`config.mk`:
```
export PLATFORM = sky130hd
export DESIGN_NAME = crc16_gen
export DESIGN_NICKNAME = d
export VERILOG_FILES = /design/src/design/daq_pkg.sv /design/src/design/crc16_gen.sv
export SDC_FILE = /design/constraint.sdc
export NUM_CORES = 1
export LEC_CHECK = 0
export BUFFER_PORTS_ARGS = -buffer_cell sky130_fd_sc_hd__buf_2
export CAP_MARGIN = 20
export CORE_MARGIN = 4
export CORE_UTILIZATION = 58
export CTS_BUF_LIST = sky130_fd_sc_hd__clkbuf_4 sky130_fd_sc_hd__clkbuf_8
export DETAILED_ROUTE_END_ITERATION = 10
export PLACE_DENSITY_LB_ADDON = 0.08
export SLEW_MARGIN = 20
export SYNTH_ARGS = -nofsm -noshare
export SYNTH_HDL_FRONTEND = slang
export SYNTH_SLANG_ARGS = --single-unit
```
`constraint.sdc`:
```
create_clock -name usr_clk_wordwise -period 5 [get_ports usr_clk_wordwise]
set_input_delay 0.5 -clock usr_clk_wordwise [delete_from_list [all_inputs] [get_ports usr_clk_wordwise]]
set_output_delay 0.5 -clock usr_clk_wordwise [all_outputs]
set_load 0.03 [all_outputs]
```
`src/design/daq_pkg.sv`:
```
package daq_pkg;

	typedef logic [15:0] word_t;     // Low byte goes out first
	typedef logic [1:0]  charisk_t;  // One K flag per byte
	typedef logic [15:0] crc_t;
	typedef logic [9:0]  pkt_len_t;
	typedef logic [2:0]  rom_addr_t;

	typedef enum logic [3:0] {
		ST_IDLE, ST_SOP, ST_PREAMBLE, ST_SOF, ST_DATA, ST_TAIL, ST_EOP, ST_EXTEND, ST_GAP
	} frame_state_t;

	//////////////////////
	// 8b/10b octets
	//////////////////////
	localparam logic [7:0] K28_5    = 8'hBC;
	localparam logic [7:0] D16_2    = 8'h50;
	localparam logic [7:0] K27_7    = 8'hFB;  // /S/ start of packet
	localparam logic [7:0] K23_7    = 8'hF7;  // /R/ carrier extend
	localparam logic [7:0] K29_7    = 8'hFD;  // /T/ end of packet
	localparam logic [7:0] PRMBL    = 8'h55;
	localparam logic [7:0] SOF_BYTE = 8'hD5;

	//////////////////////
	// Frame words and K flags
	//////////////////////
	localparam word_t IDLE2          = {D16_2, K28_5};
	localparam word_t SOP_PRE        = {PRMBL, K27_7};
	localparam word_t PREAMBLE       = {PRMBL, PRMBL};
	localparam word_t SOF_PRE        = {SOF_BYTE, PRMBL};
	localparam word_t DATA_FILL      = 16'h0000;
	localparam word_t END_OF_PACKET  = {K23_7, K29_7};
	localparam word_t CARRIER_EXTEND = {K23_7, K23_7};

	localparam charisk_t IDLE2_K          = 2'b01;
	localparam charisk_t SOP_PRE_K        = 2'b01;
	localparam charisk_t PREAMBLE_K       = 2'b00;
	localparam charisk_t SOF_PRE_K        = 2'b00;
	localparam charisk_t DATA_FILL_K      = 2'b00;
	localparam charisk_t END_OF_PACKET_K  = 2'b11;
	localparam charisk_t CARRIER_EXTEND_K = 2'b11;

	// Frame word table addresses
	localparam rom_addr_t ROM_IDLE = 3'd0;
	localparam rom_addr_t ROM_SOP  = 3'd1;
	localparam rom_addr_t ROM_PRE  = 3'd2;
	localparam rom_addr_t ROM_SOF  = 3'd3;
	localparam rom_addr_t ROM_FILL = 3'd4;
	localparam rom_addr_t ROM_EOP  = 3'd5;
	localparam rom_addr_t ROM_EXT  = 3'd6;

	localparam crc_t CRC_POLY = 16'h1021;  // CRC-16-CCITT
	localparam crc_t CRC_INIT = 16'hFFFF;

	localparam pkt_len_t PKT_LEN_RST = 10'd800;  // Reported before the first frame

endpackage

```
`src/design/crc16_gen.sv`:
```
`timescale 1ns/100ps

module crc16_gen
	import daq_pkg::*;
(
	input  logic  usr_clk_wordwise,
	input  logic  arst,
	input  word_t data_i,
	input  logic  calc_i,
	input  logic  init_i,
	output crc_t  crc_o
);

	// Bit serial fold of one word from the MSB down
	function automatic crc_t crc_next(input crc_t crc_in, input word_t data);
		crc_t c;
		logic fb;
		c = crc_in;
		for (int i = $bits(word_t) - 1; i >= 0; i--)
		begin
			fb = c[15] ^ data[i];
			c = {c[14:0], 1'b0};
			if (fb)
				c = c ^ CRC_POLY;
		end
		return c;
	endfunction

	always_ff @(posedge usr_clk_wordwise or posedge arst)
	begin
		if (arst)
			crc_o <= CRC_INIT;
		else if (init_i)
			crc_o <= CRC_INIT;  // New frame
		else if (calc_i)
			crc_o <= crc_next(crc_o, data_i);
	end

endmodule

```
# Yosys cells after proc, flatten, opt, wreduce, memory -nomap -nowiden
# Index checks and enable logic that the tools add are counted.
# totals
reg_bits	16
latchBits	0
ramBits	0
mem_bits_ro	0
input_bits	20
out_inout_bits	16
memories	0
# classes
addsub	0
n_mul	0
div_mod_pow	0
order_cmp	0
eq_ne	0
shifts	0
n_mux	48
bitwise_logic	32
n_reduce_logical	1
# op_table
op	count
$mux 16	32
$mux 13	16
$not 3->3	16
$xor 1x1->1	16
$reduce_bool 2->1	1

# Depth between registers and ports, before layout
# depth
depth_word	64
mapped_depth	6
mapped_depth_nobuf	6

# Least setup slack after synthesis
# Ideal clock, no wire load.
# synth_path
path_type	flip-flop to flip-flop
start	register crc_o[15]
end	register crc_o[15]
arrival_time_ps	2160
required_time_ps	4918
path_slack_ps	2759
stages_incl_launch_ff	6
path_cell_list	dfstp_2 -> xnor2_2 -> xnor3_2 -> xnor2_2 -> xor3_1 -> o31a_1
# synth_via
elab_chain_len	48
elab_cells_between_ends	51
classes_between	mux: 45; bitwise: 6
# synth_rtl
item	line	rtl
from (decl)	crc16_gen.sv:11	output crc_t crc_o
from (signal assigned)	crc16_gen.sv:36	crc_o <= crc_next(crc_o, data_i);
$xor 1x1->1 *	crc16_gen.sv:21	fb = c[15] ^ data[i];
$mux 13 *	crc16_gen.sv:23	if (fb)
$mux 16 *	crc16_gen.sv:35	else if (calc_i)
$mux 16 *	crc16_gen.sv:33	else if (init_i)
$mux 13	crc16_gen.sv:23	
$mux 16 *	crc16_gen.sv:35	
$mux 16 *	crc16_gen.sv:33	
$mux 13	crc16_gen.sv:23	
[... 32 more ...]	--	
$mux 16 *	crc16_gen.sv:35	
$mux 16 *	crc16_gen.sv:33	
$mux 16 *	crc16_gen.sv:35	
$mux 16 *	crc16_gen.sv:33	
$mux 16 *	crc16_gen.sv:35	
$mux 16 *	crc16_gen.sv:33	
$mux 16 *	crc16_gen.sv:35	
$mux 16 *	crc16_gen.sv:33	
# Every way passes the cells marked *; elsewhere a longest branch is shown, timed or not. The select of a mux whose other input is x is not followed.
# A chain may end at the register's enable or synchronous reset.

# Worst setup path in the final report
# layout_path
start	register crc_o[14]
end	register crc_o[14]
# layout_via
elab_chain_len	48
elab_cells_between_ends	51
classes_between	mux: 45; bitwise: 6
# layout_rtl
item	line
$mux 16 *	crc16_gen.sv:35
$mux 16 *	crc16_gen.sv:33
$xor 1x1->1 *	crc16_gen.sv:21
$mux 13 *	crc16_gen.sv:23
$mux 16 *	crc16_gen.sv:35
$mux 16 *	crc16_gen.sv:33
$mux 13	crc16_gen.sv:23
$mux 16 *	crc16_gen.sv:35
[... 32 more ...]	--
$not 3->3 (no line)	--
$mux 13 *	crc16_gen.sv:23
$mux 16 *	crc16_gen.sv:35
$mux 16 *	crc16_gen.sv:33
$mux 16 *	crc16_gen.sv:35
$mux 16 *	crc16_gen.sv:33
$mux 16 *	crc16_gen.sv:35
$mux 16 *	crc16_gen.sv:33
# Marked as above.

==> impl_metrics.env <==
export IMPL_ys_warn_count=0
export IMPL_antenna_found_initial=0
export IMPL_largest_reg_flops=16
export IMPL_synth_xor_area_share=0.431
export IMPL_firstDrtPassIters=4
export IMPL_cts_htree_levels=1
export IMPL_finalSetupViolCount=0
export IMPL_n_antenna_cell=0
export IMPL_clock_fmax_ghz=0.437
export IMPL_largest_register="crc_o"
export IMPL_synth_edf_count=0
export IMPL_via_per_inst=5.22
export IMPL_syn_avg_cell_area_um2=11.1
export IMPL_synth_top_family_by_area="XOR/XNOR gates"
export IMPL_grt_max_degree=21
export IMPL_arrival_ns=2.52
export IMPL_layout_commonest_cell="buf_2"
export IMPL_wl_met1_um=1110
export IMPL_cts_made_buffers=3
export IMPL_timing_final_crit_period_ns=2.29
export IMPL_routed_via_count=913
export IMPL_finalClockSkew_ns=0.00423
export IMPL_met2_length_um=1190
export IMPL_synth_distinct_cells=25
export IMPL_layout_setup_ws_ns=2.71
export IMPL_vdd_drop_max_mv=0.513
export IMPL_ios=36
export IMPL_post_cts_setup_buffers=0
export IMPL_ys_ff_latch=16
export IMPL_synthAdderAreaFrac=0
export IMPL_synth_cells=114
export IMPL_drtAntennaViolNets=0
export IMPL_synth_compound_area_frac=0.0976
export IMPL_hp_class="reg -> reg"
export IMPL_fin_crit_sh=0.458
export IMPL_pre_cts_ws_ns=2.50
export IMPL_end_kind="flop"
export IMPL_hold_viol_final=0
export IMPL_synthSimpleGateAreaFrac=0.0976
export IMPL_cts_sinks=16
export IMPL_hpwl_um=1970
export IMPL_portBuffers=35
export IMPL_finalSetupTns_ns=0
export IMPL_rows=16
export IMPL_drive_gt1_frac=0.486
export IMPL_path_class="reg -> reg"
export IMPL_cts_tree="yes"
export IMPL_synth_seq_area_share=0.331
export IMPL_fp_dieH_um=54.8
export IMPL_slew_headroom=0.574
export IMPL_powerDensity_nw_per_um2=902
export IMPL_start_util=0.627
export IMPL_worstPathRequired_ns=5.23
export IMPL_path_max_fanout=4
export IMPL_gp_congestion=0.723
export IMPL_rsz0062_at_grt="no"
export IMPL_fill_cells=160
export IMPL_area_growth_pct=17.3
export IMPL_start_kind="flop"
export IMPL_ys_flop_type="dfstp_2"
export IMPL_grt_pass1_vias=905
export IMPL_grt_pass1_wl_um=4140
export IMPL_die_area_um2=3000
export IMPL_synth_area_um2=1270
export IMPL_routed_wirelength_um=2510
export IMPL_synthMuxAreaShare=0.0158
export IMPL_nets=169
export IMPL_final_cell_mix="buf_2, xnor2_1, dfstp_2"
export IMPL_dr_wl_met3_um=164
export IMPL_ys_async_sr_fraction=1.00
export IMPL_top_regs="crc_o (16)"
export IMPL_crit_chain="xnor2_1, xnor3_2, xnor2_2, xor3_2, and3_1, o21bai_1"
export IMPL_drt_iter0_drc=17
export IMPL_globalRouteTotalUtil=0.200
export IMPL_outcome="finished clean"
export IMPL_power_total_w=0.00134
export IMPL_routedWlPerCell_um=14.4
export IMPL_coreArea_um2=2020
export IMPL_cts_resized=0
export IMPL_cts_hold_buf=0
export IMPL_crit_path_max_incr_delay_ns=0.57
export IMPL_hold_worst_slack_ns=0.554
export IMPL_drv_slew=0
export IMPL_maxCapViolations=0
export IMPL_crit_slowest_cell="dfstp_2"
export IMPL_clockRootBuffer="clkbuf_4"
export IMPL_clock_latency_ns=0.29
export IMPL_routed_top_layer="met4"
export IMPL_cts_max_path_buffers=2
export IMPL_tightest_slew_ns=0.639
export IMPL_synth_fp_nets=134
export IMPL_clkTransAtPathRegs_ns=0.10
export IMPL_leakage_nw=0.671
export IMPL_gr_total_overflow=0
export IMPL_drc=0
export IMPL_die_x_um=54.8
==> where the power goes <==
group / internal (W) / leakage [nW] / total (W) / switching (W)
registers: 0.000208 / 0.169 / 0.000249 / 0.0000402
logic: 0.000511 / 0.482 / 0.00100 / 0.000494
clock network: 0.0000444 / 0.0210 / 0.0000892 / 0.0000448
==> cells in the mapped netlist (all sizes together) (3+ instances only) <==
| cell | number | area, um2 |
|---|---|---|
| a21oi | 9 | 45.0 |
| o21bai | 4 | 30.0 |
| nor2 | 11 | 41.3 |
| or2 | 4 | 25.0 |
| a211o | 4 | 35.0 |
| clkbuf | 3 | 11.3 |
| xor2 | 11 | 104 |
| xnor2 | 28 | 298 |
| xnor3 | 3 | 71.3 |
| xor3 | 3 | 73.8 |
| and3 | 3 | 18.8 |
| dfstp | 16 | 420 |
| nor3 | 3 | 15.0 |
==> area by class of cell <==
class                      instances  area, um2  share of cell area
multi-input combinational         91        815               0.548
sequential                        16        420               0.283
timing repair buffer              35        175               0.118
clock buffer                       4       36.3              0.0244
tap                               27       33.8              0.0227
inverter                           2       7.51             0.00505
==> per-stage QoR <==
| stage | area [um2] | utilization | instances |
|---|---|---|---|
| after floorplan | 1270 | - | 114 |
| after global routing | 1490 | 0.736 | 175 |
| final | 1490 | 0.736 | 175 |
| after CTS | 1490 | 0.736 | 175 |
| after global placement | 1450 | 0.718 | 171 |
| after detailed placement | 1450 | 0.718 | 171 |
==> worst max-delay path, delay by kind of cell, from the launching register on <==
family,cells,cell delay (ns)
AOI/OAI and AO/OA,1,0.13
xor gates and xnor gates,4,1.35
DFF,1,0.57
and+or+nand+nor,1,0.19
==> routing by layer <==
layer,global-route usage,vias to the layer above
li1,-,447
met4,0.0788,0
met3,0.0436,7
met1,0.245,429
met5,0,-
met2,0.339,30
==> worst paths after layout <==
path / start / endpoint / cells after the start / slack (ns)
min in group asynchronous: arst / crc_o[1] / 2 / 0.63
hold reg to reg: crc_o[12] / crc_o[12] / 2 / 0.55
max in group asynchronous: arst / crc_o[11] / 2 / 4.33
hold / removal: crc_o[12] / crc_o[12] / 2 / 0.55
setup / recovery: crc_o[14] / crc_o[14] / 6 / 2.71
setup reg to reg: crc_o[14] / crc_o[14] / 6 / 2.71
==> kinds of logic (layout without fill, tap and decap cells) <==
family / after synthesis / after routing
flops: 16 / 16
simple gates: 25 / 25
compound gates: 19 / 19
xor+xnor: 45 / 45
mux: 2 / 2
buf+inv: 7 / 41
No activity file was read; power rests on OpenSTA's default activity.
