### src/design/daq_pkg.sv
package daq_pkg;

	typedef logic [15:0] word_t;     // Low byte goes out first
	typedef logic [1:0]  charisk_t;  // One K flag per byte
	typedef logic [15:0] crc_t;
	typedef logic [9:0]  pkt_len_t;
	typedef logic [2:0]  rom_addr_t;

	typedef enum logic [3:0] {
		ST_IDLE, ST_SOP, ST_PREAMBLE, ST_SOF, ST_DATA, ST_TAIL, ST_EOP, ST_EXTEND, ST_GAP
	} frame_state_t;

	//////////////////////
	// 8b/10b octets
	//////////////////////
	localparam logic [7:0] K28_5    = 8'hBC;
	localparam logic [7:0] D16_2    = 8'h50;
	localparam logic [7:0] K27_7    = 8'hFB;  // /S/ start of packet
	localparam logic [7:0] K23_7    = 8'hF7;  // /R/ carrier extend
	localparam logic [7:0] K29_7    = 8'hFD;  // /T/ end of packet
	localparam logic [7:0] PRMBL    = 8'h55;
	localparam logic [7:0] SOF_BYTE = 8'hD5;

	//////////////////////
	// Frame words and K flags
	//////////////////////
	localparam word_t IDLE2          = {D16_2, K28_5};
	localparam word_t SOP_PRE        = {PRMBL, K27_7};
	localparam word_t PREAMBLE       = {PRMBL, PRMBL};
	localparam word_t SOF_PRE        = {SOF_BYTE, PRMBL};
	localparam word_t DATA_FILL      = 16'h0000;
	localparam word_t END_OF_PACKET  = {K23_7, K29_7};
	localparam word_t CARRIER_EXTEND = {K23_7, K23_7};

	localparam charisk_t IDLE2_K          = 2'b01;
	localparam charisk_t SOP_PRE_K        = 2'b01;
	localparam charisk_t PREAMBLE_K       = 2'b00;
	localparam charisk_t SOF_PRE_K        = 2'b00;
	localparam charisk_t DATA_FILL_K      = 2'b00;
	localparam charisk_t END_OF_PACKET_K  = 2'b11;
	localparam charisk_t CARRIER_EXTEND_K = 2'b11;

	// Frame word table addresses
	localparam rom_addr_t ROM_IDLE = 3'd0;
	localparam rom_addr_t ROM_SOP  = 3'd1;
	localparam rom_addr_t ROM_PRE  = 3'd2;
	localparam rom_addr_t ROM_SOF  = 3'd3;
	localparam rom_addr_t ROM_FILL = 3'd4;
	localparam rom_addr_t ROM_EOP  = 3'd5;
	localparam rom_addr_t ROM_EXT  = 3'd6;

	localparam crc_t CRC_POLY = 16'h1021;  // CRC-16-CCITT
	localparam crc_t CRC_INIT = 16'hFFFF;

	localparam pkt_len_t PKT_LEN_RST = 10'd800;  // Reported before the first frame

endpackage

### src/design/tx_word_pipe.sv
`timescale 1ns/100ps

module tx_word_pipe
	import daq_pkg::*;
(
	input  logic      usr_clk_wordwise,
	input  logic      arst,
	input  rom_addr_t rom_addr_i,
	input  word_t     txd_i,
	input  logic      crc_calc_i,
	input  crc_t      crc_i,
	output word_t     tx_data_o,
	output charisk_t  tx_charisk_o,
	output logic      frame_end_o
);

	word_t    rom_word;
	charisk_t rom_k;
	word_t    data_d;
	logic     calc_d;
	logic     calc_fall;
	logic     crc_sel1;
	logic     crc_sel2;

	//////////////////////
	// Frame word ROM
	//////////////////////
	always_ff @(posedge usr_clk_wordwise)
	begin
		case (rom_addr_i)
			ROM_IDLE: {rom_k, rom_word} <= {IDLE2_K, IDLE2};
			ROM_SOP:  {rom_k, rom_word} <= {SOP_PRE_K, SOP_PRE};
			ROM_PRE:  {rom_k, rom_word} <= {PREAMBLE_K, PREAMBLE};
			ROM_SOF:  {rom_k, rom_word} <= {SOF_PRE_K, SOF_PRE};
			ROM_FILL: {rom_k, rom_word} <= {DATA_FILL_K, DATA_FILL};
			ROM_EOP:  {rom_k, rom_word} <= {END_OF_PACKET_K, END_OF_PACKET};
			ROM_EXT:  {rom_k, rom_word} <= {CARRIER_EXTEND_K, CARRIER_EXTEND};
			default:  {rom_k, rom_word} <= {IDLE2_K, IDLE2};
		endcase
	end

	// Payload stage lines up with the ROM output
	always_ff @(posedge usr_clk_wordwise)
	begin
		data_d <= txd_i;
	end

	assign calc_fall = calc_d & ~crc_calc_i;  // Last payload word just taken

	always_ff @(posedge usr_clk_wordwise or posedge arst)
	begin
		if (arst)
		begin
			calc_d   <= 1'b0;
			crc_sel1 <= 1'b0;
			crc_sel2 <= 1'b0;
		end
		else
		begin
			calc_d   <= crc_calc_i;
			crc_sel1 <= calc_fall;
			crc_sel2 <= crc_sel1;
		end
	end

	//////////////////////
	// Output register
	//////////////////////
	always_ff @(posedge usr_clk_wordwise or posedge arst)
	begin
		if (arst)
		begin
			tx_data_o    <= IDLE2;
			tx_charisk_o <= IDLE2_K;
		end
		else
		begin
			tx_data_o    <= (crc_sel1 || crc_sel2) ? crc_i : (calc_d ? data_d : rom_word);
			tx_charisk_o <= rom_k;
		end
	end

	assign frame_end_o = crc_sel1;

endmodule

### config.mk
export PLATFORM = sky130hd
export DESIGN_NAME = tx_word_pipe
export DESIGN_NICKNAME = d
export VERILOG_FILES = /design/src/design/daq_pkg.sv /design/src/design/tx_word_pipe.sv
export SDC_FILE = /design/constraint.sdc
export NUM_CORES = 1
export LEC_CHECK = 0
export BUFFER_PORTS_ARGS = -buffer_cell sky130_fd_sc_hd__buf_4
export CAP_MARGIN = 20
export CORE_MARGIN = 4
export CORE_UTILIZATION = 43
export DETAILED_ROUTE_END_ITERATION = 6
export PLACE_DENSITY = 0.82
export SYNTH_ARGS = -nofsm -noshare
export SYNTH_HDL_FRONTEND = slang
export SYNTH_SLANG_ARGS = --single-unit
### constraint.sdc
create_clock -name usr_clk_wordwise -period 1 [get_ports usr_clk_wordwise]
set_input_delay 0.05 -clock usr_clk_wordwise [delete_from_list [all_inputs] [get_ports usr_clk_wordwise]]
set_output_delay 0.05 -clock usr_clk_wordwise [all_outputs]
set_load 0.03 [all_outputs]
Yosys cells after proc, flatten, opt, wreduce, memory -nomap -nowiden
Index checks and enable logic that the tools add are counted.
{ "classes": {"muxes": 4, "n_reduce_logical": 3, "bitwise": 2, "n_eq_ne": 6} }
{ "ops": {"columns": ["cell", "n"], "rows": [
  ["one-hot mux 16 bit (6 select lines)", 1],
  ["2-to-1 mux 16 bit", 2],
  ["== test 3 bit (second input constant)", 3],
  ["== test 3 x 2 -> 1 bit (second input constant)", 2],
  ["one-hot mux 2 bit (2 select lines)", 1],
  ["== test 3 x 1 -> 1 bit (second input constant)", 1],
  ["OR reduction 3 bit", 1],
  ["OR reduction 2 bit", 1],
  ["AND 1 bit", 1],
  ["logical OR 1 bit", 1],
  ["inverter 1 bit", 1]
]} }
{ "totals": {"output_inout_bits": 19, "elab_cells": 23, "register_bits": 55, "input_bits": 38} }

Longest topological paths before layout
{ "logic_depth": {"ltp_word": 3, "depth_mapped": 4, "depth_no_buf": 2} }

Least setup slack after synthesis
Ideal clock, no wire load.
{ "synth_path": {"path_kind": "register to register", "start": "register crc_sel1 (netlist: frame_end_o)", "end": "register tx_data_o[10]", "setup_time_ns": 0.074, "t_arrival_ns": 1.167, "path_stages_with_launch": 5, "synth_period_minus_slack_ns": 1.241, "path_buffers": 2, "t_required_ns": 0.926, "setup_slack_ns": -0.241, "cell_sequence": "dfrtp_1 > or2_1 > buf_6 > buf_12 > o21ai_2"} }
{ "synth_between": {"elab_chain_cells": 2} }
{ "synth_rtl": {"columns": ["item", "line", "source"], "rows": [
  ["start, declared", "tx_word_pipe.sv:22", "logic crc_sel1;"],
  ["start signal, assigned", "tx_word_pipe.sv:61", "crc_sel1 <= calc_fall;"],
  ["logical OR 1 bit", "tx_word_pipe.sv:78", "tx_data_o <= (crc_sel1 || crc_sel2) ? crc_i : (calc_d ? data_d : rom_word);"],
  ["2-to-1 mux 16 bit", "tx_word_pipe.sv:78", null],
  ["end signal, assigned", "tx_word_pipe.sv:78", null],
  ["end, declared", "tx_word_pipe.sv:12", "output word_t tx_data_o,"]
]} }
Every way passes these cells.

Worst setup path in the final report
{ "layout_path": {"start": "register crc_sel2", "end": "register tx_data_o[11]"} }
{ "layout_between": {"elab_chain_cells": 2} }
{ "layout_rtl": {"columns": ["item", "line", "source"], "rows": [
  ["start, declared", "tx_word_pipe.sv:23", "logic crc_sel2;"],
  ["start signal, assigned", "tx_word_pipe.sv:62", "crc_sel2 <= crc_sel1;"],
  ["logical OR 1 bit", "tx_word_pipe.sv:78", null],
  ["2-to-1 mux 16 bit", "tx_word_pipe.sv:78", null]
]} }
Every way passes these cells.

==> reports/results.txt <==
status = complete, but fails checks
violated checks = negative setup slack
clk_lat worst skew = 0.30 ns
H-tree depth = 2
Crit-path slowest cell = dfrtp_1
Final setup viols = 20
synthesized area per cell = 12.9 µm²
Crit Path Max Fanout = 16
Die Wd = 68.7 µm
Cell Area, Synth = 1580 µm²
critical path launch point type = flip-flop
post-synthesis sequential area ratio = 65.4%
DR vias = 1247
TritonCTS clock tree = yes
Die Ht = 68.7 µm
synth top area cells = dfxtp_1 32%, dfrtp_1 21%, dfstp_2 13%
clk buf depth = 2
Port Buf Inserts = 56
Hold Path Stages = 3
Root Buffer = clkbuf_8
Final Hold Viols = 0
top_reg_cell synth = dfxtp_1
WL met2 = 2.12 mm
fmax = 877 MHz
Syn Nets = 161
drt drc = 0
R2R Setup Slk = -0.14 ns
max-cap viol count = 0
cell chain of the critical path = buf_4 > o21ai_0 > o21ai_2
WL/cell = 15.5 µm
Period minus WS final = 1.14 ns
GPL Wtd Cong = 0.807
Clock Sinks = 46
first-pass GRT wire length = 5.95 mm
Hold Path Class = in2reg
Nets = 258
DRT Pass-1 Iters = 4
antenna violations before repair = 0
Post-synth EDFFs = 0
largest net degree at the start of global routing = 18
biggest area consumer among synthesized cells = dfxtp_1
Design Power = 4350 µW
post-route ant nets = 0
ys async rst share = 45.7%
Worst-Margin Slew = 0.358 ns
P&R area growth vs syn = 66.6%
LEAKAGE = 0.00120 µW
Slew Viols, Final = 0
Max Clock Skew = 0.00717 ns
FF-to-FF path depth = 3
cell family with most CP delay = compound AO/OA/AOI/OAI gates
number of inserted diodes = 0
hpwl dp = 2.38 mm
total routed wirelength = 4.12 mm
Crit path required time = 1.18 ns
Reg2Reg Capture Point = tx_data_o[11]
VDD IR max = 1080 µV
Worst Hold Path EP = tx_data_o[6]
core area = 3440 µm²
RR Startpoint = crc_sel2
Hold Startpoint = crc_i[6]
I/O pins = 57
CTS buffer count = 5
vias in the first global route = 1368
WL met1 = 1.65 mm
drt initial violations = 70
Via density = 4.69
#FFs+latches synth = 46
clock slew at reported path FFs = 0.08 ns
Cells after Synth = 123
Synthesis Warnings = 0
Filler cells = 194
RSZ-0062 raised after global routing = true
Worst EP arrival = 1.32 ns
relative slew slack = 75.9%
final global-route overflow total = 0
Netlist cell types = 23
met3 WL post-DR = 234 µm
FP Rows = 21
final setup margin = -0.140 ns
proportion of layout cells with a drive suffix above 1 = 47.7%
worst stage delay on the critical path = 0.38 ns
highest metal used = met4
Crit. End Element = flip-flop
buffers plus inverters on the worst setup path = 1
die area = 4720 µm²
Tot GR Track Use = 18.0%
CP Class = reg2reg
Final period util = 114%
Starting Density = 46.0%
Place WS = -0.0712 ns
pwr/cell area = 1650 nW/µm²
top cell type's share of synthesized area = 31.6%
## per-layer routing
layer,vias up,global-route usage (%)
li1,616,-
met1,580,18.2
met2,39,32.2
met3,12,6.65
met4,0,9.00
met5,-,1.25
## Yosys cell counts (2+ instances only)
| master | instances |
|---|---|
| mux2i_1 | 17 |
| xor2_1 | 2 |
| buf_2 | 3 |
| dfrtp_1 | 13 |
| clkbuf_1 | 2 |
| dfxtp_1 | 25 |
| nor2_1 | 2 |
| buf_4 | 2 |
| nand2_1 | 3 |
| o21ai_0 | 24 |
| dfstp_2 | 8 |
| o21ai_2 | 10 |
| nand2b_1 | 2 |
## flip-flops by register name, summed over array words and instances, names as in the netlist
name	count
tx_data_o	16
frame_end_o	1
rom_k	1
data_d	16
rom_word	8
crc_sel2	1
tx_charisk_o	2
calc_d	1
## worst max path at each step
stage               endpoint  slack, ns   startpoint  cells past startpoint
6_report       tx_data_o[11]      -0.14     crc_sel2                      3
5_1_grt        tx_data_o[11]      -0.14     crc_sel2                      3
4_1_cts         tx_data_o[0]      -0.05  frame_end_o                      3
3_5_place_dp    tx_data_o[0]      -0.07  frame_end_o                      3
3_3_place_gp    tx_data_o[4]      -0.01  frame_end_o                      3
2_1_floorplan  tx_data_o[10]      -0.17  frame_end_o                      4
## cells by family (layout without fill, tap and decap cells)
group,count (synthesis),after routing,synth area share [%]
XOR/XNOR,2,2,1.11
buffers and inverters,10,107,4.58
flip-flops,46,46,65.4
multiplexers,17,17,10.7
AND/OR/NAND/NOR,13,13,4.58
AO/OA/AOI/OAI,35,35,13.6
## worst register-to-register path, delay by kind of cell (launching register included)
kind | cells | cell delay [ns]
buf+inv | 1 | 0.20
compound gates | 2 | 0.44
flops | 1 | 0.38
## timing repair
action,4_1_cts,5_1_grt
cloned,0,0
setup buffers,2,0
resized for setup,28,18
hold buffers,32,0
endpoints found under the hold margin,48,0
pin swaps,2,2
endpoints found under the setup margin,23,25
## per-stage QoR
step                      setup TNS (ns)  util (%)  area (µm²)  hold slack [ns]  cells
after floorplan                    -2.16         -        1590           0.0205    123
after global placement           -0.0222      60.3        2070          -0.0253    225
after detailed placement          -0.344      60.3        2070          -0.0128    225
after CTS                         -0.444      74.7        2570          0.00499    266
after global routing               -1.36      76.7        2640           0.0176    266
final                             -0.558      76.7        2640          0.00699    266
## layout by cell type, fill, tap and decap left out, types with 2 or more instances in the layout
| master | n |
|---|---|
| xor2_1 | 2 |
| mux2i_2 | 5 |
| dfrtp_1 | 12 |
| nand2b_1 | 2 |
| mux2i_1 | 11 |
| nor2_1 | 2 |
| clkbuf_8 | 6 |
| dfxtp_1 | 25 |
| buf_4 | 51 |
| o21ai_0 | 9 |
| o21ai_2 | 15 |
| dfstp_2 | 8 |
| buf_8 | 2 |
| dlygate4sd3_1 | 32 |
| buf_6 | 13 |
| o21ai_1 | 10 |
| nand2_1 | 3 |
## power breakdown
group	switching (µW)	internal [µW]	total [µW]
registers	66.4	2020	2080
clock network	580	799	1380
logic	432	462	893
## final cells by class
cell class | count | area, µm² | share of cell area, %
Clock inverter | 1 | 30.0 | 1.14
Clock buffer | 6 | 82.6 | 3.13
Timing Repair Buffer | 99 | 900 | 34.1
Multi-Input combinational cell | 67 | 528 | 20.0
Inverter | 1 | 3.75 | 0.142
Tap cell | 46 | 57.6 | 2.18
Sequential cell | 46 | 1040 | 39.3
(Power assumes the default switching activity.)
