File: config.mk
export PLATFORM = sky130hd
export DESIGN_NAME = frame_fsm
export DESIGN_NICKNAME = d
export VERILOG_FILES = /design/src/design/daq_pkg.sv /design/src/design/frame_fsm.sv
export SDC_FILE = /design/constraint.sdc
export NUM_CORES = 1
export LEC_CHECK = 0
export ABC_AREA = 1
export BUFFER_PORTS_ARGS = -buffer_cell sky130_fd_sc_hd__buf_2
export CORE_AREA = 2 2 39 41
export DETAILED_ROUTE_END_ITERATION = 16
export DIE_AREA = 0 0 41 43
export SLEW_MARGIN = 20
export SYNTH_ARGS = -nofsm -noshare
export SYNTH_HDL_FRONTEND = slang
export SYNTH_SLANG_ARGS = --single-unit
File: constraint.sdc
create_clock -name usr_clk_wordwise -period 3.6 [get_ports usr_clk_wordwise]
set_input_delay 0.72 -clock usr_clk_wordwise [delete_from_list [all_inputs] [get_ports usr_clk_wordwise]]
set_output_delay 0.72 -clock usr_clk_wordwise [all_outputs]
set_load 0.01 [all_outputs]
File: src/design/daq_pkg.sv
package daq_pkg;

	typedef logic [15:0] word_t;     // Low byte goes out first
	typedef logic [1:0]  charisk_t;  // One K flag per byte
	typedef logic [15:0] crc_t;
	typedef logic [9:0]  pkt_len_t;
	typedef logic [2:0]  rom_addr_t;

	typedef enum logic [3:0] {
		ST_IDLE, ST_SOP, ST_PREAMBLE, ST_SOF, ST_DATA, ST_TAIL, ST_EOP, ST_EXTEND, ST_GAP
	} frame_state_t;

	//////////////////////
	// 8b/10b octets
	//////////////////////
	localparam logic [7:0] K28_5    = 8'hBC;
	localparam logic [7:0] D16_2    = 8'h50;
	localparam logic [7:0] K27_7    = 8'hFB;  // /S/ start of packet
	localparam logic [7:0] K23_7    = 8'hF7;  // /R/ carrier extend
	localparam logic [7:0] K29_7    = 8'hFD;  // /T/ end of packet
	localparam logic [7:0] PRMBL    = 8'h55;
	localparam logic [7:0] SOF_BYTE = 8'hD5;

	//////////////////////
	// Frame words and K flags
	//////////////////////
	localparam word_t IDLE2          = {D16_2, K28_5};
	localparam word_t SOP_PRE        = {PRMBL, K27_7};
	localparam word_t PREAMBLE       = {PRMBL, PRMBL};
	localparam word_t SOF_PRE        = {SOF_BYTE, PRMBL};
	localparam word_t DATA_FILL      = 16'h0000;
	localparam word_t END_OF_PACKET  = {K23_7, K29_7};
	localparam word_t CARRIER_EXTEND = {K23_7, K23_7};

	localparam charisk_t IDLE2_K          = 2'b01;
	localparam charisk_t SOP_PRE_K        = 2'b01;
	localparam charisk_t PREAMBLE_K       = 2'b00;
	localparam charisk_t SOF_PRE_K        = 2'b00;
	localparam charisk_t DATA_FILL_K      = 2'b00;
	localparam charisk_t END_OF_PACKET_K  = 2'b11;
	localparam charisk_t CARRIER_EXTEND_K = 2'b11;

	// Frame word table addresses
	localparam rom_addr_t ROM_IDLE = 3'd0;
	localparam rom_addr_t ROM_SOP  = 3'd1;
	localparam rom_addr_t ROM_PRE  = 3'd2;
	localparam rom_addr_t ROM_SOF  = 3'd3;
	localparam rom_addr_t ROM_FILL = 3'd4;
	localparam rom_addr_t ROM_EOP  = 3'd5;
	localparam rom_addr_t ROM_EXT  = 3'd6;

	localparam crc_t CRC_POLY = 16'h1021;  // CRC-16-CCITT
	localparam crc_t CRC_INIT = 16'hFFFF;

	localparam pkt_len_t PKT_LEN_RST = 10'd800;  // Reported before the first frame

endpackage

File: src/design/frame_fsm.sv
`timescale 1ns/100ps

module frame_fsm
	import daq_pkg::*;
#(
	parameter int PREAMBLE_WORDS = 2,
	parameter int GAP_WORDS      = 6
)
(
	input  logic      usr_clk_wordwise,
	input  logic      arst,
	input  logic      txd_vld_i,
	input  logic      timer_done_i,
	output rom_addr_t rom_addr_o,
	output logic      crc_calc_o,
	output logic      clr_crc_o,
	output logic      tx_ack_o,
	output logic      timer_load_o,
	output pkt_len_t  timer_count_o
);

	// DATA runs one cycle past the last word and that cycle fills the first CRC slot,
	// so TAIL itself only covers the second one
	localparam int TAIL_WORDS = 1;

	frame_state_t state;
	frame_state_t state_nxt;

	always_ff @(posedge usr_clk_wordwise or posedge arst)
	begin
		if (arst)
			state <= ST_IDLE;
		else
			state <= state_nxt;
	end

	always_comb
	begin
		state_nxt = state;
		case (state)
			ST_IDLE:     if (txd_vld_i) state_nxt = ST_SOP;
			ST_SOP:      state_nxt = ST_PREAMBLE;
			ST_PREAMBLE: if (timer_done_i) state_nxt = ST_SOF;
			ST_SOF:      state_nxt = ST_DATA;
			ST_DATA:     if (!txd_vld_i) state_nxt = ST_TAIL;  // Request dropped
			ST_TAIL:     if (timer_done_i) state_nxt = ST_EOP;
			ST_EOP:      state_nxt = ST_EXTEND;
			ST_EXTEND:   state_nxt = ST_GAP;
			ST_GAP:      if (timer_done_i) state_nxt = ST_IDLE;
			default:     state_nxt = ST_IDLE;
		endcase
	end

	//////////////////////
	// Section timer control
	//////////////////////
	assign timer_load_o = (state_nxt != state) &&
		(state_nxt inside {ST_PREAMBLE, ST_TAIL, ST_GAP});

	always_comb
	begin
		case (state_nxt)
			ST_PREAMBLE: timer_count_o = pkt_len_t'(PREAMBLE_WORDS);
			ST_TAIL:     timer_count_o = pkt_len_t'(TAIL_WORDS);
			default:     timer_count_o = pkt_len_t'(GAP_WORDS);
		endcase
	end

	// Fill keeps K flags at 00 under payload and CRC
	always_comb
	begin
		case (state)
			ST_SOP:           rom_addr_o = ROM_SOP;
			ST_PREAMBLE:      rom_addr_o = ROM_PRE;
			ST_SOF:           rom_addr_o = ROM_SOF;
			ST_DATA, ST_TAIL: rom_addr_o = ROM_FILL;
			ST_EOP:           rom_addr_o = ROM_EOP;
			ST_EXTEND:        rom_addr_o = ROM_EXT;
			default:          rom_addr_o = ROM_IDLE;
		endcase
	end

	assign tx_ack_o   = (state == ST_DATA);
	assign crc_calc_o = tx_ack_o & txd_vld_i;  // Word taken on this edge
	assign clr_crc_o  = (state == ST_SOF);

endmodule

; After elaboration in Yosys (flattened, before gate mapping)
; Index checks and enable logic that the tools add are counted.
[totals]
ff_bits = 4
latch_bits = 0
mem_bits_rw = 0
mem_bits_ro = 0
in_bits = 4
output_inout_bits = 17
wordCells = 26
mem_count = 0
[op_classes]
n_addsub = 0
mul = 0
div_mod_pow = 0
order_cmp = 0
n_eq_ne = 12
shift = 0
n_mux = 8
bitwise = 1
n_reduce_logical = 4
[op_table]
columns = operator, count
row1 = $pmux W4 S9, 1
row2 = $eq A4 B3 Y1 const B, 5
row3 = $mux W4, 5
row4 = $pmux W3 S6, 1
row5 = $eq A4 B2 Y1 const B, 3
row6 = $eq A4 B4 Y1 const B, 2
row7 = $pmux W3 S2, 1
row8 = $eq A4 B1 Y1 const B, 1
row9 = $logic_not A4 Y1, 1
row10 = $ne A4 B4 Y1, 1
row11 = $reduce_bool A3 Y1, 1
row12 = $reduce_or A2 Y1, 1
row13 = $and A1 B1 Y1, 1
row14 = $logic_and A1 B1 Y1, 1

; Longest topological paths before layout
[depth]
depth_word = 5
mapped_depth = 10
depth_no_buf = 10

; Worst setup path after synthesis
; OpenSTA, ideal clock, no wires.
[synth_path]
path_kind = input port to output port
startpoint = in txd_vld_i
endpoint = out timer_load_o
t_arrival_ps = 1355
t_required_ps = 2880
slack_ps = 1525
path_stages = 7
n_path_buf = 0
path_cell_list = inv_1 o211ai_1 nand3_2 nand3_2 nand3_1 nand2_1 inv_1
[synth_between]
elab_chain_cells = 5
elab_cells_between_ends = 9
cone_classes = eq/ne: 4 / mux: 3 / reduce/logical: 2
[synth_lines]
columns = item, line_no
row1 = start: declaration, frame_fsm.sv:12  ; input logic txd_vld_i,
row2 = $mux W4 (on tied branches), "frame_fsm.sv:45, frame_fsm.sv:41"
row3 = $pmux W4 S9 (*), frame_fsm.sv:40  ; case (state)
row4 = via state_nxt[0], frame_fsm.sv:27  ; frame_state_t state_nxt;
row5 = "$eq A4 B2 Y1, or another cell as far along", frame_fsm.sv:58  ; (state_nxt inside {ST_PREAMBLE, ST_TAIL, ST_GAP});
row6 = $reduce_bool A3 Y1, frame_fsm.sv:58
row7 = $logic_and A1 B1 Y1 (*), frame_fsm.sv:57  ; assign timer_load_o = (state_nxt != state) &&
row8 = end: declaration, frame_fsm.sv:18  ; output logic timer_load_o,
; The timed path passes the listed nets; every way through them passes the cells marked *.

; Worst setup path in the final report
[layout_path]
startpoint = reg state[1]
endpoint = out timer_load_o
[layout_between]
elab_chain_cells = 5
elab_cells_between_ends = 21
cone_classes = eq/ne: 12 / mux: 6 / reduce/logical: 3
[layout_lines]
columns = item, line_no
row1 = start: declaration, frame_fsm.sv:26  ; frame_state_t state;
row2 = start signal: assignment, frame_fsm.sv:34  ; state <= state_nxt;
row3 = "$eq A4 B4 Y1, or another cell as far along", frame_fsm.sv:40
row4 = $pmux W4 S9 (*), frame_fsm.sv:40
row5 = via state_nxt[0], frame_fsm.sv:27
row6 = "$eq A4 B2 Y1, or another cell as far along", frame_fsm.sv:58
row7 = $reduce_bool A3 Y1, frame_fsm.sv:58
row8 = $logic_and A1 B1 Y1 (*), frame_fsm.sv:57
; Marks and branches as above.

==> impl_metrics.py <==
metrics = {
    "run_status": {
        "outcome": "finished, final reports clean",
    },
    "synth": {
        "yosysTopAreaCellShare_pct": 23.67,
        "synth_fa_ha_area_share_pct": 0,
        "synth_compound_area_share_pct": 6.509,
        "synthCells": 70,
        "ys_types": 18,
        "synth-xor-area-share_pct": 0,
        "seq_area_frac_synth_pct": 23.67,
        "synthSimpleGateAreaFrac_pct": 42.31,
        "ys_ff_latch": 4,
        "synth-warning-count": 0,
        "synthMuxAreaShare_pct": 0,
        "syn_area_um2": 422.9,
        "avgSynthCellArea_um2": 6.042,
        "yosysTopAreaCell": "dfrtp_1",
        "synth_top_cells_by_area": "dfrtp_1 24%, nand2_1 16%, buf_4 12%",
        "synth_top_family_by_area": "simple AND/OR/NAND/NOR gates",
    },
    "sta": {
        "grt_setup_unrepaired": "false",
        "finalCritPeriodShare_pct": 64.81,
        "hold_ws_ns": 0.3564,
        "finalSetupViolCount": 0,
        "setup_tns_ns": 0,
        "hold_viol": 0,
        "clock.fmax_mhz": 428.6,
        "post-route-min-period_ns": 2.333,
        "slew_viol_final": 0,
        "clock_skew_ns": 0.003549,
    },
    "floorplanning": {
        "die_x_um": 41,
        "core_area_mm2": 0.001384,
        "num_rows": 14,
        "dieArea_mm2": 0.001763,
        "io-pin-count": 21,
        "start_util_pct": 30.56,
        "die_h_um": 43,
    },
    "layout": {
        "top_register": "state",
        "areaGrowthSynthToFinish_pct": 18.34,
        "largest_reg_flops": 4,
        "nFillCells": 168,
        "final_util_pct": 36.17,
        "nets": 91,
        "layout.cells.non_filler": 101,
        "largest_registers": "state (4)",
        "drive_above_1_share_pct": 29.41,
        "antenna_cells": 0,
    },
    "global_routing": {
        "grt_usage_pct": 11.52,
        "grt_max_degree": 8,
        "antenna_found_initial": 0,
        "grt_pass1_vias": 349,
        "grt_overflow": 0,
        "grt_pass1_wl_um": 1359,
    },
    "setup_path": {
        "endpoint_kind": "output port",
        "rrSetupSlack_ns": 2.50,
        "crit_path_max_incr_delay_ns": 0.46,
        "cp_max_fo": 7,
        "path_delay_family": "simple AND/OR/NAND/NOR gates",
        "slowest_stage": "dfrtp_1",
        "crit_required_ns": 2.88,
        "startpoint_type": "flip-flop",
        "path_cells": "nor2_1, nand2_1, nand2_1, nand2_1, nand3_2, nand3_2, nand3_1, nand2_1, inv_1, buf_2",
        "arrival_ns": 1.61,
        "path_class": "flip-flop to output port",
        "crit_top_cell": "nand2_1",
        "worst-path-buf-inv": 2,
    },
    "drt": {
        "post-route-drc-count": 0,
        "wirelength_um": 864,
        "wl_per_cell_um": 8.554,
        "dr.first_iter.drc_count": 9,
        "firstDrtPassIters": 4,
        "postRouteAntennaNets": 0,
        "vias_per_cell": 4.257,
        "num_vias": 430,
    },
    "cts": {
        "post_cts_resized": 0,
        "clock_sinks": 4,
        "cts_buffers": 3,
        "clk_pin_slew_ns": 0.04,
        "hold_buffers": 0,
        "clockBufferDepth": 2,
        "cts_setup_buffers": 0,
        "htreeDepth": 1,
        "clkLatencyLatePin_ns": 0.23,
        "root_buffer": "clkbuf_4",
        "cts_tree": "yes",
    },
    "placed_design": {
        "dp_hpwl_um": 717.5,
        "dp_cells": 98,
        "io_buffers": 13,
        "gp_congestion": 0.8317,
    },
    "power_and_ir_drop": {
        "switchingPower_mw": 0.2557,
        "powerDensity_mw_per_mm2": 959.6,
        "seqPwrFrac_pct": 18.5,
        "p_comb_share_pct": 70.2,
        "p_int_mw": 0.2245,
        "switching_share_pct": 53.25,
        "vdd_drop_max_mv": 0.4518,
        "p_clk_share_pct": 11.2,
        "p_leak_nw": 0.3374,
        "p_total_mw": 0.4802,
    },
    "hold_path": {
        "min_path_type": "primary input to async pin",
    },
    "job": {
        "maxCapViolations": 0,
    },
}
==> cells by family (layout without fill, tap and decap cells) <==
logic type,count (synthesis),after routing
compound gates,4,4
buf+inv,23,32
flops,4,4
other cells,1,7
simple gates,38,38
==> synthesized netlist by cell type <==
master / number
and2_1: 1
buf_4: 7
clkinv_1: 1
conb_1: 1
dfrtp_1: 4
inv_1: 13
inv_2: 2
nand2_1: 18
nand3_1: 4
nand3_2: 2
nand4_1: 2
nor2_1: 6
nor2_2: 4
nor3_1: 1
o211ai_1: 1
o21ai_0: 1
o21ai_2: 1
o22ai_1: 1
==> final timing paths <==
check / from / end / cells after the start
max in group asynchronous: arst / state[3] / 2
worst min-delay path: arst / state[0] / 2
worst max-delay path: state[1] / timer_load_o / 10
min in group usr_clk_wordwise: state[2] / state[2] / 2
worst max register to register: state[1] / state[1] / 6
worst min register to register: state[2] / state[2] / 2
==> power groups by stage <==
stage,sequential [mW],clock (mW),combinational (mW)
finish,0.0890,0.0540,0.337
global route,0.0921,0.0630,0.380
CTS,0.0887,0.0571,0.340
detailed placement,0.0893,0,0.338
global placement,0.0895,0,0.338
floorplan,0.0846,0,0.247
==> stage by stage <==
step | setup slack [ns] | instance area [µm²]
CTS | 1.259 | 500.5
global route | 1.094 | 500.5
finish | 1.267 | 500.5
detailed placement | 1.293 | 478.0
global placement | 1.301 | 478.0
floorplan | 1.525 | 445.4
==> metal layers <==
layer | global-route usage [%] | wire length [µm] | vias to the layer above
met2 | 14.69 | 396 | 18
li1 | - | - | 230
met1 | 16.07 | 410 | 182
met5 | 0 | 0 | -
met4 | 8.000 | 0 | 0
met3 | 3.141 | 58 | 0
==> cell usage in the layout (no fill, tap or decap), drive strengths merged <==
| cell | n |
|---|---|
| nor2 | 10 |
| o211ai | 1 |
| and2 | 1 |
| nor3 | 1 |
| inv | 15 |
| o21ai | 2 |
| nand4 | 2 |
| nand3 | 6 |
| o22ai | 1 |
| buf | 13 |
| conb | 7 |
| clkinv | 1 |
| dfrtp | 4 |
| clkbuf | 3 |
| nand2 | 18 |
==> final cells by class <==
type	instances	area [µm²]	area share (%)
Clock buffer	3	22.52	4.500
Inverter	16	60.06	12.00
Multi-Input combinational cell	49	232.7	46.50
Sequential cell	4	100.1	20.00
Tap cell	16	20.02	4.000
Timing Repair Buffer	13	65.06	13.00
Note: power is estimated with default switching activity, not from simulation.
