[src/design/daq_pkg.sv]
package daq_pkg;

	typedef logic [15:0] word_t;     // Low byte goes out first
	typedef logic [1:0]  charisk_t;  // One K flag per byte
	typedef logic [15:0] crc_t;
	typedef logic [9:0]  pkt_len_t;
	typedef logic [2:0]  rom_addr_t;

	typedef enum logic [3:0] {
		ST_IDLE, ST_SOP, ST_PREAMBLE, ST_SOF, ST_DATA, ST_TAIL, ST_EOP, ST_EXTEND, ST_GAP
	} frame_state_t;

	//////////////////////
	// 8b/10b octets
	//////////////////////
	localparam logic [7:0] K28_5    = 8'hBC;
	localparam logic [7:0] D16_2    = 8'h50;
	localparam logic [7:0] K27_7    = 8'hFB;  // /S/ start of packet
	localparam logic [7:0] K23_7    = 8'hF7;  // /R/ carrier extend
	localparam logic [7:0] K29_7    = 8'hFD;  // /T/ end of packet
	localparam logic [7:0] PRMBL    = 8'h55;
	localparam logic [7:0] SOF_BYTE = 8'hD5;

	//////////////////////
	// Frame words and K flags
	//////////////////////
	localparam word_t IDLE2          = {D16_2, K28_5};
	localparam word_t SOP_PRE        = {PRMBL, K27_7};
	localparam word_t PREAMBLE       = {PRMBL, PRMBL};
	localparam word_t SOF_PRE        = {SOF_BYTE, PRMBL};
	localparam word_t DATA_FILL      = 16'h0000;
	localparam word_t END_OF_PACKET  = {K23_7, K29_7};
	localparam word_t CARRIER_EXTEND = {K23_7, K23_7};

	localparam charisk_t IDLE2_K          = 2'b01;
	localparam charisk_t SOP_PRE_K        = 2'b01;
	localparam charisk_t PREAMBLE_K       = 2'b00;
	localparam charisk_t SOF_PRE_K        = 2'b00;
	localparam charisk_t DATA_FILL_K      = 2'b00;
	localparam charisk_t END_OF_PACKET_K  = 2'b11;
	localparam charisk_t CARRIER_EXTEND_K = 2'b11;

	// Frame word table addresses
	localparam rom_addr_t ROM_IDLE = 3'd0;
	localparam rom_addr_t ROM_SOP  = 3'd1;
	localparam rom_addr_t ROM_PRE  = 3'd2;
	localparam rom_addr_t ROM_SOF  = 3'd3;
	localparam rom_addr_t ROM_FILL = 3'd4;
	localparam rom_addr_t ROM_EOP  = 3'd5;
	localparam rom_addr_t ROM_EXT  = 3'd6;

	localparam crc_t CRC_POLY = 16'h1021;  // CRC-16-CCITT
	localparam crc_t CRC_INIT = 16'hFFFF;

	localparam pkt_len_t PKT_LEN_RST = 10'd800;  // Reported before the first frame

endpackage

[src/design/word_timer.sv]
`timescale 1ns/100ps

module word_timer
	import daq_pkg::*;
(
	input  logic     usr_clk_wordwise,
	input  logic     arst,
	input  logic     load_i,
	input  pkt_len_t count_i,
	output logic     done_o
);

	pkt_len_t cnt;

	always_ff @(posedge usr_clk_wordwise or posedge arst)
	begin
		if (arst)
			cnt <= '0;
		else if (load_i)
			cnt <= count_i;
		else if (cnt != '0)
			cnt <= cnt - 1'b1;  // Stops at zero
	end

	// Last cycle of a loaded section of N words
	assign done_o = (cnt == pkt_len_t'(1)) || ((cnt == '0) && !load_i);

endmodule

[config.mk]
export PLATFORM = sky130hd
export DESIGN_NAME = word_timer
export DESIGN_NICKNAME = d
export VERILOG_FILES = /design/src/design/daq_pkg.sv /design/src/design/word_timer.sv
export SDC_FILE = /design/constraint.sdc
export NUM_CORES = 1
export LEC_CHECK = 0
export ABC_CLOCK_PERIOD_IN_PS = 1600
export BUFFER_PORTS_ARGS = -buffer_cell sky130_fd_sc_hd__buf_2
export CAP_MARGIN = 0
export CORE_MARGIN = 4
export CORE_UTILIZATION = 25
export CTS_BUF_LIST = sky130_fd_sc_hd__clkbuf_2
export CTS_CLUSTER_SIZE = 40
export DETAILED_ROUTE_END_ITERATION = 7
export GPL_TIMING_DRIVEN = 0
export PLACE_DENSITY_LB_ADDON = 0.25
export SYNTH_ARGS = -nofsm -noshare
export SYNTH_HDL_FRONTEND = slang
export SYNTH_SLANG_ARGS = --single-unit
[constraint.sdc]
create_clock -name usr_clk_wordwise -period 1.6 [get_ports usr_clk_wordwise]
set_input_delay 0.24 -clock usr_clk_wordwise [delete_from_list [all_inputs] [get_ports usr_clk_wordwise]]
set_output_delay 0.24 -clock usr_clk_wordwise [all_outputs]
set_load 0.02 [all_outputs]
**Yosys cells after proc, flatten, opt, wreduce, memory -nomap -nowiden**

Index checks and enable logic that the tools add are counted.

- Reductions and logical operators: 6
- Mux-type cells: 2
- Magnitude comparators: 0
- Shifts and indexed selects: 0
- Equal/unequal tests: 1
- Add/sub/neg operators: 1
- Multiply operators: 0
- Bitwise gates (word level): 0
- Divide/modulo/power cells: 0

Operators by type and width:

| operator | count |
|---|---|
| 2-to-1 mux 10 bit | 2 |
| == test 10 x 1 -> 1 bit (second input constant) | 1 |
| zero test 10 bit | 1 |
| nonzero test 10 bit | 1 |
| subtractor 10 x 1 -> 10 bit (second input constant) | 1 |
| nonzero test 2 bit | 1 |
| logical AND 1 bit | 1 |
| zero test 1 bit | 1 |
| logical OR 1 bit | 1 |

- Logic and storage cells: 11
- Memory bits (writable): 0
- ROM bits: 0
- Latch bits: 0
- Register bits: 10
- Memories: 0

**Longest topological paths before layout**

Gate-level depths: netlist (run 1).

- Depth after elaboration: 3
- Depth in mapped cells: 6
- Mapped depth without buffers: 6

**Worst setup path before layout (run 1)**

OpenSTA, ideal clock, no wires.

- Path type: reg-to-output
- Start: register cnt[7]
- End: output done_o
- Required time: 1360 ps
- Arrival: 1512 ps
- Path buffers: 0
- Path slack: -152 ps
- Cell stages (with the launch flop): 4
- Cell sequence: dfrtp_1 > nor3_1 > nand2_1 > nor4_1

- Word-level cells in the longest chain between the ends: 3
- Elaborated cells on any way between the ends: 4
- Classes of those cells: eq/ne: 1; reduce/logical: 3

Ends and longest elaborated chain:

| item | line | source |
|---|---|---|
| from (decl) | word_timer.sv:13 | `pkt_len_t cnt;` |
| from (signal assigned) | word_timer.sv:20 | `cnt <= count_i;` |
| from (signal assigned) | word_timer.sv:22 | `cnt <= cnt - 1'b1;` |
| zero test 10 bit | word_timer.sv:26 | `assign done_o = (cnt == pkt_len_t'(1)) \|\| ((cnt == '0) && !load_i);` |
| logical AND 1 bit | word_timer.sv:26 |  |
| logical OR 1 bit * | word_timer.sv:26 |  |
| to (decl) | word_timer.sv:10 | `output logic done_o` |

Every way passes the cells marked *; elsewhere a longest branch is shown, timed or not.

**Worst setup path in the final report (run 1)**

- Start: register cnt[8]
- End: output done_o

Same word-level chain as after synthesis.

==> results.cfg, run 1 <==
[status]
run_status = finished, violations left
violations = setup timing

[global_route]
global_route.usage.total_pct = 10.5
grt_start_max_net_pins = 11
first_global_vias = 589
globalRoute.totalOverflow = 0
first_pass_grt_wire_length_um = 2740
number_of_antenna_violations_at_the_first_check_in_global_routing = 0

[clocking]
clock_tree_from_tritoncts = done
cts_buffers = 3
clockRootBuffer = clkbuf_2
clkSlewWorstSetupHoldPaths_ns = 0.12
clock-sinks = 10
cts.path.max_buffers = 2
clk-insertion-delay-late_ns = 0.26
cts-htree-levels = 1

[synthesis]
synth-simple-area-share_pct = 26.9
synth_common_cells = nand2_1, dfrtp_1, o21ai_1
yosysMostFrequentCell = nand2_1
ys_seq_area_share_pct = 40.4
synth_largest_area_cell = dfrtp_1
postSynth.asyncResetShare_pct = 100
synth_enable_flop_cells = 0
synth.distinct_cells = 28
yosys-mux-area-fraction_pct = 5.05
ff_latch_count_synth = 10
netlist_top_cells_area = dfrtp_1, nand2_1, o21ai_1, xnor2_1, ha_1
synth_top_area_share_pct = 40.4
combinational_family_with_the_most_area_after_synthesis = simple AND/OR/NAND/NOR gates
avgSynthCellArea_um2 = 9.68
synthCells = 64
mappedNetlistArea_um2 = 619
ys_dominant_reg_cell = dfrtp_1
synth_compound_gate_area_share_pct = 13.5
synthesis.nets = 79
synth.yosys.warnings = 0
synth-xor-area-share_pct = 7.07
fraction_of_the_mapped_netlist_area_in_adder_cells_pct = 4.04

[placement]
detailedPlace.worstSlack_ns = -0.143
place.gp.congestion = 0.767
dp_hpwl_um = 974
total_of_buffers_placed_on_input_and_output_ports = 13
dp_cells = 105

[timing]
final.period_utilization_pct = 103
hold_violations = 0
fmax_ghz = 0.608
finalSetupTns_ns = -0.0444
worst_slew_margin_rel_pct = 71.3
final_period_minus_worst_setup_slack_ns = 1.64
finalClockSkew_ns = 0.000541
final-max-slew-violation-count = 0
unrepaired_setup_endpoints_after_global_routing = yes
final.setup.worst_slack_ns = -0.0444
fin_hold_ws_ns = 0.186
worst_slew_pin_slew_ns = 0.431
setup_violations_final = 1

[layout]
max_flop_register = cnt
post_route_cells_drive_above_1_share_pct = 48.5
largest_register_ffs = 10
antennaDiodeCount = 0
largest_registers = cnt (10)
final_cells = 125
area.growth.synth_to_final_pct = 53.5
postLayoutCoreUtil_pct = 41.8
layout.nets = 113

[die]
core_area_um2 = 2280
floorplan.rows = 17
floorplan.die_area_um2 = 3340
die_width_um = 57.8
floorplan.initialDensity_pct = 27.2
ioPinCount = 14
fp.dieH_um = 57.8

[setup_path]
crit_buf_inv = 1
cp.required_ns = 1.36
endpoint_class_of_the_critical_path = output pin
crit_path_start_kind = flop
slowest_stage_delay_cp_ns = 0.45
timing_worst_setup_path_type = flop to output pin
crit_arrival_ns = 1.40
worst-path-max-fanout = 2
worst-r2r-setup-slack_ns = 0.06
slowest_stage_cell_crit_path = dfrtp_2
timing.critical_path.max_delay_family = simple AND/OR/NAND/NOR gates
path_cells = nor3_4 > nand2_2 > nor4_4 > buf_4

[detailed_routing]
drt-pass1-iter-count = 2
detail_route.wl_per_cell_um = 12.4
detail_route.vias_per_cell = 4.55
final_antenna_net_count = 0
number_of_remaining_drc_errors = 0
initial_drc_count = 5
via_count = 569
postRouteWirelength_um = 1550

[power_and_ir_drop]
power.density_cell_area_nw_per_um2 = 817
clock_power_share_pct = 19.7
leakage_nw = 0.451
peak_supply_drop_mv = 0.436
power_switching_w = 0.000274
swShare_pct = 35.3
portion_of_total_power_attributed_to_sequential_cells_pct = 43.8
power.combinational.fraction_pct = 36.5
power_report.internal_total_w = 0.000503

[flow_run]
timing.max_cap.violations = 0

[worst_hold_path]
worst_hold_path_type = input port to flop
## cells by family (layout without fill, tap and decap cells)
kind of cell / Yosys count / after routing
AND/OR/NAND/NOR: 25 / 25
AO/OA/AOI/OAI: 14 / 14
flip-flops: 10 / 10
XOR/XNOR: 5 / 5
buffers and inverters: 5 / 38
multiplexers: 3 / 3
adder cells (fa/ha/maj): 2 / 2
## timing repair
item	CTS	global route
pin swaps	5	6
gates cloned	0	0
buffers inserted	13	2
hold buffers	1	0
gates resized for setup	8	12
setup endpoints to repair	9	7
endpoints found under the hold margin	10	0
## area by class of cell
cell class / count / area, um^2
Sequential cell: 10 / 251
Clock inverter: 1 / 3.75
Multi-Input combinational cell: 49 / 425
Tap cell: 28 / 35.0
Inverter: 4 / 15.0
Clock buffer: 3 / 15.0
Timing Repair Buffer: 29 / 201
Buffer: 1 / 3.75
Fill cell: 227 / 1330
## metrics by stage
step / area, um^2 / power, W
floorplan: 626 / 0.000455
global placement: 726 / 0.000497
detailed placement: 726 / 0.000499
CTS: 883 / 0.000734
global route: 951 / 0.000836
finish: 951 / 0.000777
## cells in the final DEF, fill, tap and decap left out, drive strengths merged, types with 3 or more instances in the layout
cell / instances
dfrtp: 10
nand2: 11
nor2: 3
buf: 28
clkbuf: 4
inv: 4
o21ai: 8
xnor2: 3
## power by group through the flow
| stage | logic (W) | clock network [W] | registers, W |
|---|---|---|---|
| after floorplan | 0.000125 | 0 | 0.000331 |
| after global placement | 0.000158 | 0 | 0.000339 |
| after detailed placement | 0.000159 | 0 | 0.000340 |
| after CTS | 0.000246 | 0.000156 | 0.000331 |
| after global routing | 0.000316 | 0.000173 | 0.000347 |
| final | 0.000284 | 0.000153 | 0.000340 |
## routing by layer
| layer | share of wire (%) | track usage [%] | vias up | wire length, um |
|---|---|---|---|---|
| li1 | - | - | 290 | - |
| met1 | 47 | 13.9 | 267 | 723 |
| met2 | 48 | 15.8 | 10 | 750 |
| met3 | 4.2 | 2.67 | 2 | 65 |
| met4 | 0.77 | 4.97 | 0 | 12 |
| met5 | 0 | 0 | - | 0 |
## worst reg2reg max path, delay by kind of cell (launching register included)
family	cells	cell delay (ns)
buffers and inverters	2	0.23
adder cells (fa/ha/maj)	1	0.14
flip-flops	1	0.43
AO/OA/AOI/OAI	1	0.13
AND/OR/NAND/NOR	3	0.56
## final timing paths
check                              end  cells after the start       start
worst min-delay path            cnt[3]                      3  count_i[3]
worst min register to register  cnt[9]                      2      cnt[9]
worst max-delay path            done_o                      4      cnt[8]
max in group asynchronous       cnt[8]                      3        arst
min in group asynchronous       cnt[0]                      3        arst
worst max register to register  cnt[8]                      7      cnt[0]
Note: power is estimated with default switching activity, not from simulation.
==> run 2: changes to the inputs <==
BUFFER_PORTS_ARGS = -buffer_cell sky130_fd_sc_hd__buf_4   (was -buffer_cell sky130_fd_sc_hd__buf_2)
CAP_MARGIN = not set   (was 0)
==> results.cfg, run 2 (synthesis gave the netlist of run 1 again) <==
[detailed_routing]
detail_route.wl_per_cell_um = 13.0
detail_route.vias_per_cell = 4.65
drt-pass1-iter-count = 3
postRouteWirelength_um = 1570
final_antenna_net_count = 0
via_count = 563
initial_drc_count = 4
number_of_remaining_drc_errors = 0

[die]
floorplan.die_area_um2 = 3340
core_area_um2 = 2280
die_width_um = 57.8
floorplan.rows = 17
floorplan.initialDensity_pct = 27.2
fp.dieH_um = 57.8
ioPinCount = 14

[flow_run]
timing.max_cap.violations = 0

[setup_path]
path_cells = nor3_4 > nand2_2 > nor4_4 > buf_4
timing.critical_path.max_delay_family = simple AND/OR/NAND/NOR gates
slowest_stage_delay_cp_ns = 0.44
slowest_stage_cell_crit_path = dfrtp_2
crit_arrival_ns = 1.41
worst_r2r_endpoint = cnt[5]
worst-r2r-setup-slack_ns = 0
timing.rr.start = cnt[1]
crit_path_start_kind = flop
worstSetupEndpoint = done_o
timing_worst_setup_path_type = flop to output pin
worst_reg_to_reg_path_cell_count = 6
cp.required_ns = 1.36
critical_path_cell_count = 4
worst-path-max-fanout = 2
endpoint_class_of_the_critical_path = output pin
crit_buf_inv = 1
setup.worst_path.start = cnt[7]

[layout]
largest_registers = cnt (10)
antennaDiodeCount = 0
layout.nets = 109
most-common-layout-cells = buf_4, nand2_1, o21ai_1
post_route_cells_drive_above_1_share_pct = 51.6
area.growth.synth_to_final_pct = 49.5
largest_register_ffs = 10
most_common_library_cell_in_the_layout_ignoring_fill_and_taps = buf_4
max_flop_register = cnt

[power_and_ir_drop]
power.density_cell_area_nw_per_um2 = 816
fin_total_pwr_w = 0.000756
peak_supply_drop_mv = 0.547
leakage_nw = 0.403

[timing]
worst_slew_pin_slew_ns = 0.433
final_period_minus_worst_setup_slack_ns = 1.65
hold_violations = 0
unrepaired_setup_endpoints_after_global_routing = yes
worst_slew_margin_rel_pct = 71.1
final-max-slew-violation-count = 0
final.period_utilization_pct = 103
setup_violations_final = 1
final.setup.worst_slack_ns = -0.0499
finalClockSkew_ns = 0.0141
fmax_ghz = 0.606
fin_hold_ws_ns = 0.179

[clocking]
clockRootBuffer = clkbuf_2
cts.path.max_buffers = 2
cts-htree-levels = 1
cts_buffers = 3
clkSlewWorstSetupHoldPaths_ns = 0.12
clock-sinks = 10
clk-insertion-delay-late_ns = 0.27
clock_tree_from_tritoncts = done

[global_route]
globalRoute.totalOverflow = 0
number_of_antenna_violations_at_the_first_check_in_global_routing = 0
global_route.usage.total_pct = 10.7
first_global_vias = 614
grt_start_max_net_pins = 11
first_pass_grt_wire_length_um = 2680

[placement]
place.gp.congestion = 0.755
dp_hpwl_um = 981
total_of_buffers_placed_on_input_and_output_ports = 13

[worst_hold_path]
hold_path_startpoint = count_i[9]
worst_hold_path_type = input port to flop

[status]
violations = setup timing
run_status = finished, violations left
## run 2: cell count changes in the layout (fill, tap and decap cells not counted), sizes merged
cell / change
buf: -4
## run 2: cell type report
| cell class | count | area (um^2) |
|---|---|---|
| Buffer | 1 | 3.75 |
| Sequential cell | 10 | 255 |
| Multi-Input combinational cell | 49 | 400 |
| Fill cell | 221 | 1350 |
| Timing Repair Buffer | 25 | 198 |
| Inverter | 4 | 15.0 |
| Tap cell | 28 | 35.0 |
| Clock inverter | 1 | 3.75 |
| Clock buffer | 3 | 15.0 |
## run 2: metal layers
layer	vias to the layer above	global-route usage (%)	share of wire (%)	routed length [um]
met5	-	0	0	0
met4	0	4.64	2.7	43
met3	7	5.35	6.7	105
met2	13	18.1	50	786
met1	262	11.1	40	634
li1	281	-	-	-
## run 2: repair_timing
action / in CTS / in global routing
endpoints found under the hold margin: 10 / 0
setup endpoints to repair: 9 / 8
pin swaps: 4 / 5
cloned: 0 / 0
setup buffers: 9 / 2
resized for setup: 11 / 9
hold buffers: 1 / 0
## run 2: power breakdown
group,internal (W),switching (W),leakage [nW],total [W]
clock,0.0000543,0.0000958,0.0140,0.000150
sequential,0.000287,0.0000516,0.116,0.000339
combinational,0.000153,0.000114,0.272,0.000267
## run 2: worst min-delay path by stage
stage,end,cells past startpoint,slack (ns)
final,cnt[9],3,0.18
after detailed placement,cnt[7],2,0.27
after floorplan,cnt[0],1,0.08
after global routing,cnt[9],3,0.16
after CTS,cnt[9],3,0.16
after global placement,cnt[7],2,0.27
## run 2: stage by stage
step | instances | instance area (um^2) | worst slack [ns] | setup TNS [ns] | utilization, %
2_1_floorplan | 64 | 626 | 0.00565 | 0 | -
3_3_place_gp | 105 | 758 | -0.132 | -0.441 | 33.3
3_5_place_dp | 105 | 758 | -0.129 | -0.422 | 33.3
4_1_cts | 119 | 891 | -0.0586 | -0.0586 | 39.1
5_1_grt | 121 | 926 | -0.164 | -0.533 | 40.7
6_report | 121 | 926 | -0.0499 | -0.0499 | 40.7
## run 2: worst register-to-register path: stages, from the launching register on
cell	delay (ns)
dfrtp_1	0.42
buf_4	0.15
buf_4	0.13
nor4_2	0.41
and2b_1	0.20
xnor2_1	0.11
o21ai_1	0.07
